[config.mk]
export PLATFORM = sky130hd
export DESIGN_NAME = time_sync_link
export DESIGN_NICKNAME = d
export VERILOG_FILES = /design/src/rtl/time_sync_pkg.sv /design/src/rtl/code_word_if.sv /design/src/rtl/time_sync_link.sv /design/src/rtl/time_receiver.sv /design/src/rtl/time_sender.sv /design/src/rtl/dec_8b10b.sv /design/src/rtl/enc_8b10b.sv
export SDC_FILE = /design/constraint.sdc
export NUM_CORES = 1
export LEC_CHECK = 0
export ABC_CLOCK_PERIOD_IN_PS = 10000
export CORE_UTILIZATION = 56
export DETAILED_ROUTE_END_ITERATION = 8
export DONT_BUFFER_PORTS = 1
export GPL_TIMING_DRIVEN = 0
export PLACE_DENSITY = 0.7
export RECOVER_POWER = 50
export SLEW_MARGIN = 15
export SYNTH_ARGS = -nofsm -noshare
export SYNTH_HDL_FRONTEND = slang
export SYNTH_SLANG_ARGS = --single-unit
[constraint.sdc]
create_clock -name clk -period 10 [get_ports clk]
set_input_delay 2 -clock clk [delete_from_list [all_inputs] [get_ports clk]]
set_output_delay 2 -clock clk [all_outputs]
set_load 0.005 [all_outputs]
[src/rtl/time_sync_pkg.sv]
/* shared widths, control characters and state types for the time link.
   enc_6b and enc_4b return the negative-disparity form, a-bit in the msb */
`default_nettype none

package time_sync_pkg;

   localparam int TIME_W     = 64;
   localparam int TIME_BYTES = 8;
   localparam int CODE_W     = 10;

   // control characters, given as the data byte sent with k set
   localparam logic [7:0] K_COMMA = 8'hBC;
   localparam logic [7:0] K_HEAD  = 8'h3C;
   localparam logic [7:0] K_TAIL  = 8'hF7;

   typedef enum logic [3:0] {
      S_IDLE,
      S_HEAD,
      S_T0,
      S_T1,
      S_T2,
      S_T3,
      S_T4,
      S_T5,
      S_T6,
      S_T7,
      S_TAIL
   } send_state_t;

   typedef enum logic [1:0] {
      RX_WAIT_HEAD,
      RX_BYTES,
      RX_TAIL
   } rx_state_t;

   // 5b6b data table, abcdei from left to right
   function automatic logic [5:0] enc_6b(input logic [4:0] v);
      case (v)
         5'd0:    return 6'b100111;
         5'd1:    return 6'b011101;
         5'd2:    return 6'b101101;
         5'd3:    return 6'b110001;
         5'd4:    return 6'b110101;
         5'd5:    return 6'b101001;
         5'd6:    return 6'b011001;
         5'd7:    return 6'b111000;
         5'd8:    return 6'b111001;
         5'd9:    return 6'b100101;
         5'd10:   return 6'b010101;
         5'd11:   return 6'b110100;
         5'd12:   return 6'b001101;
         5'd13:   return 6'b101100;
         5'd14:   return 6'b011100;
         5'd15:   return 6'b010111;
         5'd16:   return 6'b011011;
         5'd17:   return 6'b100011;
         5'd18:   return 6'b010011;
         5'd19:   return 6'b110010;
         5'd20:   return 6'b001011;
         5'd21:   return 6'b101010;
         5'd22:   return 6'b011010;
         5'd23:   return 6'b111010;
         5'd24:   return 6'b110011;
         5'd25:   return 6'b100110;
         5'd26:   return 6'b010110;
         5'd27:   return 6'b110110;
         5'd28:   return 6'b001110;
         5'd29:   return 6'b101110;
         5'd30:   return 6'b011110;
         default: return 6'b101011;
      endcase
   endfunction

   // 3b4b data table, fghj from left to right, x.7 as the primary code
   function automatic logic [3:0] enc_4b(input logic [2:0] v);
      case (v)
         3'd0:    return 4'b1011;
         3'd1:    return 4'b1001;
         3'd2:    return 4'b0101;
         3'd3:    return 4'b1100;
         3'd4:    return 4'b1101;
         3'd5:    return 4'b1010;
         3'd6:    return 4'b0110;
         default: return 4'b1110;
      endcase
   endfunction

endpackage

`default_nettype wire
[src/rtl/code_word_if.sv]
/* one 8b10b character with its running disparity; no handshake, the codec
   is combinational and the user registers rd_out on character boundaries */
`timescale 1ns/10ps
`default_nettype none

interface code_word_if
   import time_sync_pkg::*;
();
   logic [7:0]        data;
   logic              k;
   logic [CODE_W-1:0] code;
   logic              rd_in;
   logic              rd_out;
   // encoder: illegal control character, decoder: code or disparity error
   logic              err;

   modport enc      (input data, k, rd_in, output code, rd_out, err);
   modport enc_user (output data, k, rd_in, input code, rd_out, err);
   modport dec      (input code, rd_in, output data, k, rd_out, err);
   modport dec_user (output code, rd_in, input data, k, rd_out, err);

endinterface

`default_nettype wire

[src/rtl/time_sync_link.sv]
/* sender and receiver of the time link; ser_out and ser_in are separate
   so a loopback or a board trace can join them, both ends run on clk */
`timescale 1ns/10ps
`default_nettype none

module time_sync_link
   import time_sync_pkg::*;
#(
   parameter int LOCK_COMMAS = 4
)
(
   input  logic              clk,
   input  logic              rst,
   input  logic [TIME_W-1:0] time_in,
   input  logic              send_sync,
   output logic              ser_out,
   input  logic              ser_in,
   output logic [TIME_W-1:0] rx_time,
   output logic              rx_time_valid,
   output logic              rx_locked,
   output logic              code_err
);
   code_word_if enc_cw ();

   enc_8b10b u_enc (
      .cw (enc_cw)
   );

   time_sender u_tx (
      .clk       (clk),
      .rst       (rst),
      .time_in   (time_in),
      .send_sync (send_sync),
      .ser_out   (ser_out),
      .cw        (enc_cw)
   );

   time_receiver #(
      .LOCK_COMMAS (LOCK_COMMAS)
   ) u_rx (
      .clk           (clk),
      .rst           (rst),
      .ser_in        (ser_in),
      .rx_time       (rx_time),
      .rx_time_valid (rx_time_valid),
      .rx_locked     (rx_locked),
      .code_err      (code_err)
   );

endmodule

`default_nettype wire

[src/rtl/time_receiver.sv]
/* shares clk with the sender, no oversampling; a comma at a new alignment
   drops lock and LOCK_COMMAS aligned commas are needed before frames count */
`timescale 1ns/10ps
`default_nettype none

module time_receiver
   import time_sync_pkg::*;
#(
   parameter int LOCK_COMMAS = 4
)
(
   input  logic              clk,
   input  logic              rst,
   input  logic              ser_in,
   output logic [TIME_W-1:0] rx_time,
   output logic              rx_time_valid,
   output logic              rx_locked,
   output logic              code_err
);
   localparam int CNT_W = $clog2(LOCK_COMMAS + 1);
   // K28.5 in both polarities, bit 0 received first
   localparam logic [CODE_W-1:0] COMMA_NEG = 10'b0101111100;
   localparam logic [CODE_W-1:0] COMMA_POS = 10'b1010000011;

   code_word_if dcw ();

   dec_8b10b u_dec (
      .cw (dcw)
   );

   rx_state_t         state;
   logic [CODE_W-1:0] win;
   logic [TIME_W-1:0] time_sr;
   logic [3:0]        bit_cnt;
   logic [CNT_W-1:0]  comma_cnt;
   logic [2:0]        byte_cnt;
   logic              rd;
   logic              comma_hit;
   logic              boundary;

   assign comma_hit = (win == COMMA_NEG) || (win == COMMA_POS);
   assign boundary  = (bit_cnt == 4'd9);
   assign dcw.code  = win;
   assign dcw.rd_in = rd;

   always_ff @(posedge clk)
   begin
      win <= {ser_in, win[CODE_W-1:1]};
      if (boundary && state == RX_BYTES && !dcw.k)
         time_sr <= {time_sr[TIME_W-9:0], dcw.data};
   end

   always_ff @(posedge clk)
   begin
      if (rst)
      begin
         state         <= RX_WAIT_HEAD;
         bit_cnt       <= 4'd0;
         comma_cnt     <= '0;
         byte_cnt      <= 3'd0;
         rd            <= 1'b0;
         rx_time       <= '0;
         rx_time_valid <= 1'b0;
         rx_locked     <= 1'b0;
         code_err      <= 1'b0;
      end
      else
      begin
         rx_time_valid <= 1'b0;
         code_err      <= 1'b0;
         if (comma_hit && !boundary)
         begin
            // realign to the comma just seen
            bit_cnt   <= 4'd0;
            comma_cnt <= '0;
            rx_locked <= 1'b0;
            state     <= RX_WAIT_HEAD;
            rd        <= (win == COMMA_NEG);
         end
         else if (!boundary)
         begin
            bit_cnt <= bit_cnt + 4'd1;
         end
         else
         begin
            bit_cnt <= 4'd0;
            rd      <= comma_hit ? (win == COMMA_NEG) : dcw.rd_out;
            if (dcw.err && !comma_hit)
            begin
               code_err  <= rx_locked;
               rx_locked <= 1'b0;
               comma_cnt <= '0;
               state     <= RX_WAIT_HEAD;
            end
            else
            begin
               if (comma_hit && !rx_locked)
               begin
                  if (comma_cnt == CNT_W'(LOCK_COMMAS - 1))
                     rx_locked <= 1'b1;
                  else
                     comma_cnt <= comma_cnt + 1'b1;
               end
               if (rx_locked)
               begin
                  if (dcw.k && dcw.data == K_HEAD)
                  begin
                     state    <= RX_BYTES;
                     byte_cnt <= 3'd0;
                  end
                  else if (state == RX_BYTES)
                  begin
                     if (dcw.k)
                        state <= RX_WAIT_HEAD;
                     else if (byte_cnt == 3'(TIME_BYTES - 1))
                        state <= RX_TAIL;
                     else
                        byte_cnt <= byte_cnt + 3'd1;
                  end
                  else if (state == RX_TAIL)
                  begin
                     state <= RX_WAIT_HEAD;
                     if (dcw.k && dcw.data == K_TAIL)
                     begin
                        rx_time       <= time_sr;
                        rx_time_valid <= 1'b1;
                     end
                  end
               end
            end
         end
      end
   end

   a_valid_locked: assert property (@(posedge clk) disable iff (rst)
      rx_time_valid |-> rx_locked);

endmodule

`default_nettype wire

[src/rtl/time_sender.sv]
/* frames the captured time as head, eight bytes msb first and tail, commas
   otherwise; send_sync keeps character alignment so the receiver stays locked */
`timescale 1ns/10ps
`default_nettype none

module time_sender
   import time_sync_pkg::*;
(
   input  logic              clk,
   input  logic              rst,
   input  logic [TIME_W-1:0] time_in,
   input  logic              send_sync,
   output logic              ser_out,
   code_word_if.enc_user     cw
);
   send_state_t       state;
   logic [TIME_W-1:0] time_reg;
   logic [3:0]        bit_cnt;
   logic [CODE_W-1:0] shift;
   logic              rd;
   logic [2:0]        byte_idx;
   logic              new_word;

   assign new_word = (bit_cnt == 4'd9);
   // T0 carries the most significant byte
   assign byte_idx = 3'(int'(S_T7) - int'(state));
   assign cw.rd_in = rd;

   always_comb
   begin
      case (state)
         S_HEAD:
         begin
            cw.k    = 1'b1;
            cw.data = K_HEAD;
         end
         S_TAIL:
         begin
            cw.k    = 1'b1;
            cw.data = K_TAIL;
         end
         S_IDLE:
         begin
            cw.k    = 1'b1;
            cw.data = K_COMMA;
         end
         default:
         begin
            cw.k    = 1'b0;
            cw.data = time_reg[byte_idx*8 +: 8];
         end
      endcase
   end

   always_ff @(posedge clk)
   begin
      if (rst)
         bit_cnt <= 4'd0;
      else if (new_word)
         bit_cnt <= 4'd0;
      else
         bit_cnt <= bit_cnt + 4'd1;
   end

   always_ff @(posedge clk)
   begin
      if (send_sync)
         time_reg <= time_in;
   end

   always_ff @(posedge clk)
   begin
      if (rst)
      begin
         state   <= S_IDLE;
         rd      <= 1'b0;
         shift   <= '0;
         ser_out <= 1'b0;
      end
      else
      begin
         ser_out <= shift[0];
         if (new_word)
         begin
            shift <= cw.code;
            rd    <= cw.rd_out;
         end
         else
         begin
            shift <= {1'b0, shift[CODE_W-1:1]};
         end
         // a new sync aborts any frame, the head follows at the next boundary
         if (send_sync)
            state <= S_HEAD;
         else if (new_word && state == S_TAIL)
            state <= S_IDLE;
         else if (new_word && state != S_IDLE)
            state <= send_state_t'(state + 4'd1);
      end
   end

   a_bit_cnt_range: assert property (@(posedge clk) disable iff (rst)
      bit_cnt <= 4'd9);

   // every character chosen above must be one the encoder knows
   a_enc_legal: assert property (@(posedge clk) disable iff (rst)
      new_word |-> !cw.err);

endmodule

`default_nettype wire

[src/rtl/dec_8b10b.sv]
/* combinational 8b10b decoder; err covers invalid sub-blocks, misplaced
   A7/P7 codes and disparity against rd_in, run-length rules are not checked */
`timescale 1ns/10ps
`default_nettype none

module dec_8b10b
   import time_sync_pkg::*;
(
   code_word_if.dec cw
);
   logic [5:0] s6;
   logic [5:0] x6;
   logic [3:0] s4;
   logic [3:0] x4;
   logic [4:0] d5;
   logic [2:0] d3;
   logic [2:0] n6;
   logic [2:0] n4;
   logic       rd1;
   logic       k28;
   logic       k_alt;
   logic       a7;
   logic       a7_ok;
   logic       found6;
   logic       found4;
   logic       disp_err;

   always_comb
   begin
      for (int i = 0; i < 6; i++)
      begin
         s6[5-i] = cw.code[i];
      end
      for (int i = 0; i < 4; i++)
      begin
         s4[3-i] = cw.code[6+i];
      end
      n6 = 3'($countones(s6));
      n4 = 3'($countones(s4));

      // bring the 6b block back to its negative-disparity form
      if (n6 == 3'd2)
         x6 = ~s6;
      else if (s6 == 6'b000111)
         x6 = 6'b111000;
      else
         x6 = s6;
      k28    = (x6 == 6'b001111);
      found6 = k28;
      d5     = k28 ? 5'd28 : 5'd0;
      for (int i = 0; i < 32; i++)
      begin
         if (enc_6b(5'(i)) == x6)
         begin
            found6 = 1'b1;
            d5     = 5'(i);
         end
      end
      rd1 = (n6 == 3'd4) ? 1'b1 : (n6 == 3'd2) ? 1'b0 : cw.rd_in;

      if (n4 == 3'd1)
         x4 = ~s4;
      else if (s4 == 4'b0011)
         x4 = 4'b1100;
      else
         x4 = s4;
      // K28 sends its balanced 4b codes inverted after a positive 6b block
      if (k28 && !rd1 && n4 == 3'd2 && x4 != 4'b1100)
         x4 = ~x4;
      a7     = (x4 == 4'b0111);
      found4 = a7;
      d3     = a7 ? 3'd7 : 3'd0;
      for (int i = 0; i < 8; i++)
      begin
         if (enc_4b(3'(i)) == x4)
         begin
            found4 = 1'b1;
            d3     = 3'(i);
         end
      end

      k_alt = a7 && (d5 inside {5'd23, 5'd27, 5'd29, 5'd30});
      a7_ok = (!rd1 && (d5 inside {5'd17, 5'd18, 5'd20})) ||
              (rd1 && (d5 inside {5'd11, 5'd13, 5'd14}));
      disp_err = (n6 == 3'd4 && cw.rd_in) || (n6 == 3'd2 && !cw.rd_in) ||
                 (s6 == 6'b111000 && cw.rd_in) || (s6 == 6'b000111 && !cw.rd_in) ||
                 (n4 == 3'd3 && rd1) || (n4 == 3'd1 && !rd1) ||
                 (s4 == 4'b1100 && rd1) || (s4 == 4'b0011 && !rd1);

      cw.k      = k28 || k_alt;
      cw.data   = {d3, d5};
      cw.rd_out = (n4 == 3'd3) ? 1'b1 : (n4 == 3'd1) ? 1'b0 : rd1;
      cw.err    = !found6 || !found4 || disp_err ||
                  (a7 && !k28 && !k_alt && !a7_ok) ||
                  (!a7 && d3 == 3'd7 && (a7_ok || k28));
   end

endmodule

`default_nettype wire

[src/rtl/enc_8b10b.sv]
/* combinational 8b10b encoder; code bit 0 is the a bit and goes out first.
   err flags a control character outside K28.x, K23.7, K27.7, K29.7, K30.7 */
`timescale 1ns/10ps
`default_nettype none

module enc_8b10b
   import time_sync_pkg::*;
(
   code_word_if.enc cw
);
   logic [5:0]        r6;
   logic [5:0]        s6;
   logic [3:0]        r4;
   logic [3:0]        s4;
   logic [CODE_W-1:0] code_v;
   logic              is_k28;
   logic              bal6;
   logic              bal4;
   logic              rd1;
   logic              use_a7;

   always_comb
   begin
      is_k28 = cw.k && (cw.data[4:0] == 5'd28);
      r6     = is_k28 ? 6'b001111 : enc_6b(cw.data[4:0]);
      bal6   = ($countones(r6) == 3);
      // disparity between the two sub-blocks
      rd1    = bal6 ? cw.rd_in : ~cw.rd_in;
      if (r6 == 6'b111000 && cw.rd_in)
         s6 = 6'b000111;
      else if (!bal6 && cw.rd_in)
         s6 = ~r6;
      else
         s6 = r6;

      // A7 avoids a run of five equal bits across the sub-block border
      use_a7 = (cw.data[7:5] == 3'd7) &&
               (cw.k ||
                (!rd1 && (cw.data[4:0] inside {5'd17, 5'd18, 5'd20})) ||
                (rd1 && (cw.data[4:0] inside {5'd11, 5'd13, 5'd14})));
      r4   = use_a7 ? 4'b0111 : enc_4b(cw.data[7:5]);
      bal4 = ($countones(r4) == 2);
      if (r4 == 4'b1100 && rd1)
         s4 = 4'b0011;
      else if (!bal4 && rd1)
         s4 = ~r4;
      else if (is_k28 && bal4 && !rd1 && r4 != 4'b1100)
         s4 = ~r4;
      else
         s4 = r4;

      for (int i = 0; i < 6; i++)
      begin
         code_v[i] = s6[5-i];
      end
      for (int i = 0; i < 4; i++)
      begin
         code_v[6+i] = s4[3-i];
      end
      cw.code   = code_v;
      cw.rd_out = bal4 ? rd1 : ~rd1;
      cw.err    = cw.k && !(is_k28 || ((cw.data[7:5] == 3'd7) &&
                  (cw.data[4:0] inside {5'd23, 5'd27, 5'd29, 5'd30})));
   end

endmodule

`default_nettype wire

==> results of run 1 <==
power by group:
group	internal, mW	switching, mW	leakage (nW)
combinational	0.144	0.244	2.16
clock	0.518	0.374	0.400
sequential	1.06	0.0127	2.09
path summary, 6_finish.rpt:
| path | cells after the start | from | slack [ns] | endpoint |
|---|---|---|---|---|
| min reg2reg | 0 | u_rx.dcw.code[4] | 0.36 | u_rx.dcw.code[3] |
| min | 0 | u_rx.dcw.code[4] | 0.36 | u_rx.dcw.code[3] |
| max | 32 | u_tx.state[1] | 1.13 | u_tx.shift[9] |
| max reg2reg | 32 | u_tx.state[1] | 1.13 | u_tx.shift[9] |
layout make-up:
cell class / count / area [µm²]
antenna: 1 / 2.50
buffer: 64 / 383
fill: 1749 / 7810
inverter: 41 / 154
clock inverter: 8 / 51.3
tap: 275 / 344
clock buffer: 37 / 746
sequential: 238 / 6050
multi-input combinational: 799 / 5510
timing repair buffer: 3 / 45.0
per-layer routing:
| metal | wire, µm | up-vias | share of wire (%) | GRT usage (%) |
|---|---|---|---|---|
| met5 | 0 | - | 0 | 0 |
| met4 | 835 | 0 | 2.9 | 9.34 |
| met3 | 2040 | 66 | 7.0 | 4.80 |
| met2 | 14100 | 320 | 49 | 44.5 |
| met1 | 12100 | 4288 | 42 | 33.1 |
| li1 | - | 4202 | - | - |
synth_stat cells, types with 17 or more instances:
| master | instances | area [µm²] |
|---|---|---|
| a211oi_1 | 19 | 143 |
| o21ai_0 | 32 | 160 |
| nand2_1 | 195 | 732 |
| nand3_1 | 30 | 150 |
| nor2b_1 | 17 | 106 |
| mux2i_1 | 75 | 751 |
| edfxtp_1 | 128 | 3840 |
| nor2_1 | 74 | 278 |
| nor3_1 | 18 | 90.1 |
| inv_1 | 40 | 150 |
| clkbuf_1 | 40 | 150 |
| ha_1 | 44 | 551 |
| dfxtp_1 | 110 | 2200 |
| a21oi_1 | 46 | 230 |
kinds of logic after synthesis:
logic type | count (synthesis) | synth area share [%]
compound gates | 198 | 11.2
xor+xnor | 23 | 1.67
fa+ha+maj | 51 | 5.72
buf+inv | 105 | 4.44
flops | 238 | 50.1
mux | 96 | 9.67
simple gates | 431 | 17.2
==> flow_summary_export.csv, run 1 <==
group,metric,value,unit
power,p_total,2.35,mW
route,drc,0,
power,ir_drop,0.102,mV
final_layout,final_common_cell,"nand2_1",
placement,gp_congestion,0.922,
setup_path,cp_num_buf_inv,6,
sta,tns,0,ns
setup_path,worstSetupPathType,"flop to flop",
global_routing,grt_pass1_vias,8676,
sta,slew_violations,0,
yosys,yosysWarnings,0,
global_routing,antenna_found_initial,1,
clock_network,cts_hold_buf,0,
sta,worst_slack,1.13,ns
clock_network,cts_setup_buffers,0,
route,totalWireLength,29.1,mm
clock_network,cts_buffers,25,
clock_network,clk_pin_slew,0.06,ns
route,wire_per_inst,19.8,µm
global_routing,grt_max_degree,67,
sta,holdWs,0.362,ns
route,drtIter0Drc,674,
final_layout,mostFrequentLayoutCells,"nand2_1, edfxtp_1, dfxtp_1, mux2i_1, nor2_1",
route,avgViaCountPerCell,6.05,
run,maxCapViolCount,0,
placement,placed_area,12500,µm²
sta,max_freq,0.113,GHz
route,dr.pass1.iters,5,
yosys,syn_area,12100,µm²
setup_path,crit_top_cell,"ha_1",
clock_network,worstSkewPairLatency,0.52,ns
yosys,ys_seq_area_share,50.1,%
setup_path,cpPeakStageDelay,0.64,ns
global_routing,grt_pass1_wl,45.5,mm
clock_network,clockRootBuffer,"clkbuf_16",
setup_path,cp-end-kind,"flop",
run_status,status,"finished, final reports clean",
sta,hold_viol_final,0,
placement,port_buffers,0,
placement,dpl.cell_count,1420,
sta,skew,0.0145,ns
final_layout,final_area,13300,µm²
sta,rsz0062_at_grt,"no",
setup_path,path_max_fanout,10,
placement,dp_hpwl,21.2,mm
sta,tightest_slew,1.23,ns
setup_path,slowest_stage,"a211oi_1",
power,power_density,177,nW/µm²
floorplanning,core_area,21100,µm²
sta,min_period,8.87,ns
final_layout,layoutNonFillerInstCount,1466,
setup_path,arrival,9.25,ns
sta,setup_viol,0,
setup_path,path_delay_family,"compound AO/OA/AOI/OAI gates",
clock_network,clock-sinks,238,
global_routing,grt_use_total,26.1,%
setup_path,worstPathRequired,10.38,ns
hold_path,hp-class,"flop to flop",
sta,post-route-period-util,88.7,%
global_routing,globalRouteOverflowTotal,0,
yosys,syn-num-nets,1261,
yosys,avgSynthCellArea,10.6,µm²
power,p_leak,4.65,nW
clock_network,cts_tree,"done",
yosys,yosysUniqueCellTypes,87,
yosys,ys_async_sr_fraction,0,%
yosys,synth_edf_count,128,
clock_network,cts_resized,0,
setup_path,cp-start-kind,"flop",
final_layout,drive_gt1_share,9.08,%
clock_network,htreeDepth,1,
floorplanning,io_pins,136,
floorplanning,rows,53,
floorplanning,initial_core_util,57.3,%
final_layout,area_growth,9.97,%
final_layout,fin_util,63.0,%
placement,pre_cts_slack,0.753,ns
floorplanning,dieHeight,149,µm
route,antenna_left,0,
yosys,ys_ff_latch,238,
final_layout,nets,1291,
floorplanning,fp.dieW,149,µm
sta,maxSlewHeadroom,16.9,%
yosys,synth-main-ff-cell,"edfxtp_1",
clock_network,cts_buffer_depth,3,
yosys,netlist_instances,1142,
floorplanning,die-area,22200,µm²
route,dr_total_vias,8876,
Note: power is estimated with default switching activity, not from simulation.
==> run 2: changes to the inputs <==
--- a/config.mk
+++ b/config.mk
@@ -5,6 +5,7 @@
 export SDC_FILE = /design/constraint.sdc
 export NUM_CORES = 1
 export LEC_CHECK = 0
+export ABC_AREA = 1
 export ABC_CLOCK_PERIOD_IN_PS = 10000
 export CORE_UTILIZATION = 56
 export DETAILED_ROUTE_END_ITERATION = 8
==> run 2 against run 1 <==
Compared with the run above:
- via count fell by 1.2%
- synthesized cell count rose by 18%
- setup slack improved by 0.80 ns
- die area fell by 4.9%
- utilization rose by 1.6 points
- fmax rose by 9.9%
- wire length fell by 16%
- sequential share of layout area rose by 1.8 points
- first-iteration DRC count fell by 2.1%
- global-route usage fell by 3.0 points
- register-to-register slack improved by 0.80 ns
- count of clock-buffer cells in the layout rose by 2
- largest cell class unchanged
- largest power group unchanged
==> flow_summary_export.csv, run 2 <==
group,metric,value,unit
final_layout,nets,1502,
global_routing,grt_use_total,23.1,%
clock_network,clk_pin_slew,0.06,ns
clock_network,clock-sinks,238,
placement,port_buffers,0,
yosys,avgSynthCellArea,8.48,µm²
hold_path,hp-class,"flop to flop",
yosys,synth_top_family_by_area,"simple AND/OR/NAND/NOR gates",
final_layout,mostFrequentLayoutCells,"nand2_1, nor2_1, inv_1, edfxtp_1, dfxtp_1",
global_routing,grt_pass1_vias,8130,
clock_network,htreeDepth,1,
yosys,synth.area.top_cells,"edfxtp_1, dfxtp_1, nand2_1",
yosys,post-synth-top-count-cell,"nand2_1",
run_status,status,"finished, final reports clean",
yosys,yosysWarnings,0,
global_routing,globalRouteOverflowTotal,0,
final_layout,area_growth,11.3,%
setup_path,cp-end-kind,"flop",
yosys,synth_top_area_share,33.5,%
sta,worst_slack,1.92,ns
route,antenna_left,0,
floorplanning,core_area,19800,µm²
final_layout,drive_gt1_share,7.77,%
setup_path,cpPeakStageDelay,0.48,ns
floorplanning,rows,51,
floorplanning,die-area,21100,µm²
power,p_leak,5.77,nW
power,ir_drop,0.141,mV
yosys,synth-main-ff-cell,"edfxtp_1",
hold_path,hold-path-cell-count,0,
sta,setup_viol,0,
route,totalWireLength,24.5,mm
final_layout,multi_input_area,4540,µm²
clock_network,worstSkewPairLatency,0.52,ns
route,dr_total_vias,8771,
setup_path,cp-start-kind,"flop",
global_routing,grt_max_degree,67,
route,drc,0,
placement,gp_congestion,0.925,
yosys,synthSimpleGateAreaFrac,26.5,%
sta,max_freq,0.124,GHz
setup_path,slowest_stage,"a21oi_1",
route,dr.pass1.iters,5,
clock_network,cts_hold_buf,0,
yosys,yosysTopAreaCell,"edfxtp_1",
sta,maxSlewHeadroom,46.3,%
clock_network,cts_tree,"done",
final_layout,nFillCells,1632,
floorplanning,dieHeight,145,µm
sta,hold_viol_final,0,
sta,tns,0,ns
yosys,synth_compound_area_share,6.39,%
placement,pre_cts_slack,2.12,ns
floorplanning,fp.dieW,145,µm
clock_network,cts_buffers,26,
yosys,ys_top_cells_by_count,"nand2_1, nor2_1, inv_1",
setup_path,worstPathRequired,10.45,ns
yosys,syn-num-nets,1472,
sta,min_period,8.08,ns
yosys,syn_area,11500,µm²
yosys,synth_xor_area_share,0.611,%
yosys,ys_seq_area_share,52.7,%
yosys,ys_async_sr_fraction,0,%
yosys,yosysUniqueCellTypes,53,
global_routing,antenna_found_initial,1,
clock_network,cts_buffer_depth,3,
yosys,netlist_instances,1353,
final_layout,seq_area,6050,µm²
sta,post-route-period-util,80.8,%
sta,rsz0062_at_grt,"no",
sta,tightest_slew,0.805,ns
yosys,synth_edf_count,128,
yosys,ys_ff_latch,238,
route,avgViaCountPerCell,5.26,
route,wire_per_inst,14.7,µm
placement,dp_hpwl,17.5,mm
clock_network,clockRootBuffer,"clkbuf_16",
setup_path,crit_top_cell,"ha_1",
global_routing,grt_pass1_wl,39.7,mm
floorplanning,initial_core_util,58.0,%
route,drtIter0Drc,660,
setup_path,path_max_fanout,10,
yosys,synthAdderAreaFrac,6.02,%
clock_network,cts_setup_buffers,0,
sta,skew,0.0114,ns
power,p_total,2.40,mW
yosys,synthMuxAreaShare,0,%
setup_path,arrival,8.52,ns
power,power_density,188,nW/µm²
final_layout,final_common_cell,"nand2_1",
run,maxCapViolCount,0,
setup_path,worstSetupPathType,"flop to flop",
sta,slew_violations,0,
setup_path,reg2regPathDepth,39,
final_layout,num_antenna_cells,0,
floorplanning,io_pins,136,
clock_network,cts_resized,0,
==> run 2: changes by cell type after synthesis, sizes merged, moves of 21 or more <==
cell,previous run,this run
clkbuf,40,19
nand3,30,77
nand2,195,330
o21ai,36,58
inv,41,179
nor2,75,252
mux2i,75,0
==> run 2: where the power goes <==
| group | switching (mW) | internal [mW] | leakage (nW) |
|---|---|---|---|
| Sequential | 0.0107 | 1.06 | 2.09 |
| Combinational | 0.230 | 0.113 | 3.23 |
| Clock | 0.371 | 0.617 | 0.449 |
==> run 2: path summary, 6_finish.rpt <==
check | from | to | slack [ns]
setup / recovery | u_tx.state[0] | u_tx.shift[8] | 1.92
hold / removal | u_rx.dcw.code[9] | u_rx.dcw.code[8] | 0.38
setup reg to reg | u_tx.state[0] | u_tx.shift[8] | 1.92
hold reg to reg | u_rx.dcw.code[9] | u_rx.dcw.code[8] | 0.38
==> run 2: area by class of cell <==
cell class / instances / area share [%]
repair buffers: 2 / 0.431
plain buffers: 37 / 1.66
inverters: 182 / 5.37
clock inverters: 9 / 0.980
flip-flops and latches: 238 / 47.3
clock buffers: 39 / 6.12
multi-input cells: 896 / 35.5
well taps: 265 / 2.60
==> run 2: metrics by stage <==
| stage | instance area (µm²) | cells | utilization (%) | hold WS (ns) |
|---|---|---|---|---|
| floorplan | 11500 | 1353 | - | 0.361 |
| CTS | 12800 | 1668 | 64.6 | 0.379 |
| global placement | 11800 | 1618 | 59.7 | 0.367 |
| detailed placement | 11900 | 1620 | 60.0 | 0.371 |
| global route | 12800 | 1668 | 64.6 | 0.397 |
| finish | 12800 | 1668 | 64.6 | 0.380 |
==> run 2: critical path: cells and delay by family, from the launching register on <==
kind / cells / cell delay [ns]
adder cells (fa/ha/maj): 9 / 2.67
buffers and inverters: 10 / 2.04
flip-flops: 1 / 0.37
AO/OA/AOI/OAI: 9 / 1.73
AND/OR/NAND/NOR: 11 / 1.17
==> run 2: per-layer routing <==
metal | share of wire (%) | up-vias | global-route usage [%] | wire, µm
li1 | - | 4433 | - | -
met1 | 44 | 4034 | 30.2 | 10600
met2 | 47 | 256 | 38.4 | 11400
met3 | 7.6 | 46 | 5.47 | 1870
met4 | 2.1 | 2 | 6.05 | 518
met5 | 0.053 | - | 0 | 13
==> run 2: logic make-up after synthesis <==
| group | count (synthesis) |
|---|---|
| AND/OR/NAND/NOR | 709 |
| flip-flops | 238 |
| buffers and inverters | 219 |
| AO/OA/AOI/OAI | 128 |
| adder cells (fa/ha/maj) | 51 |
| XOR/XNOR | 8 |
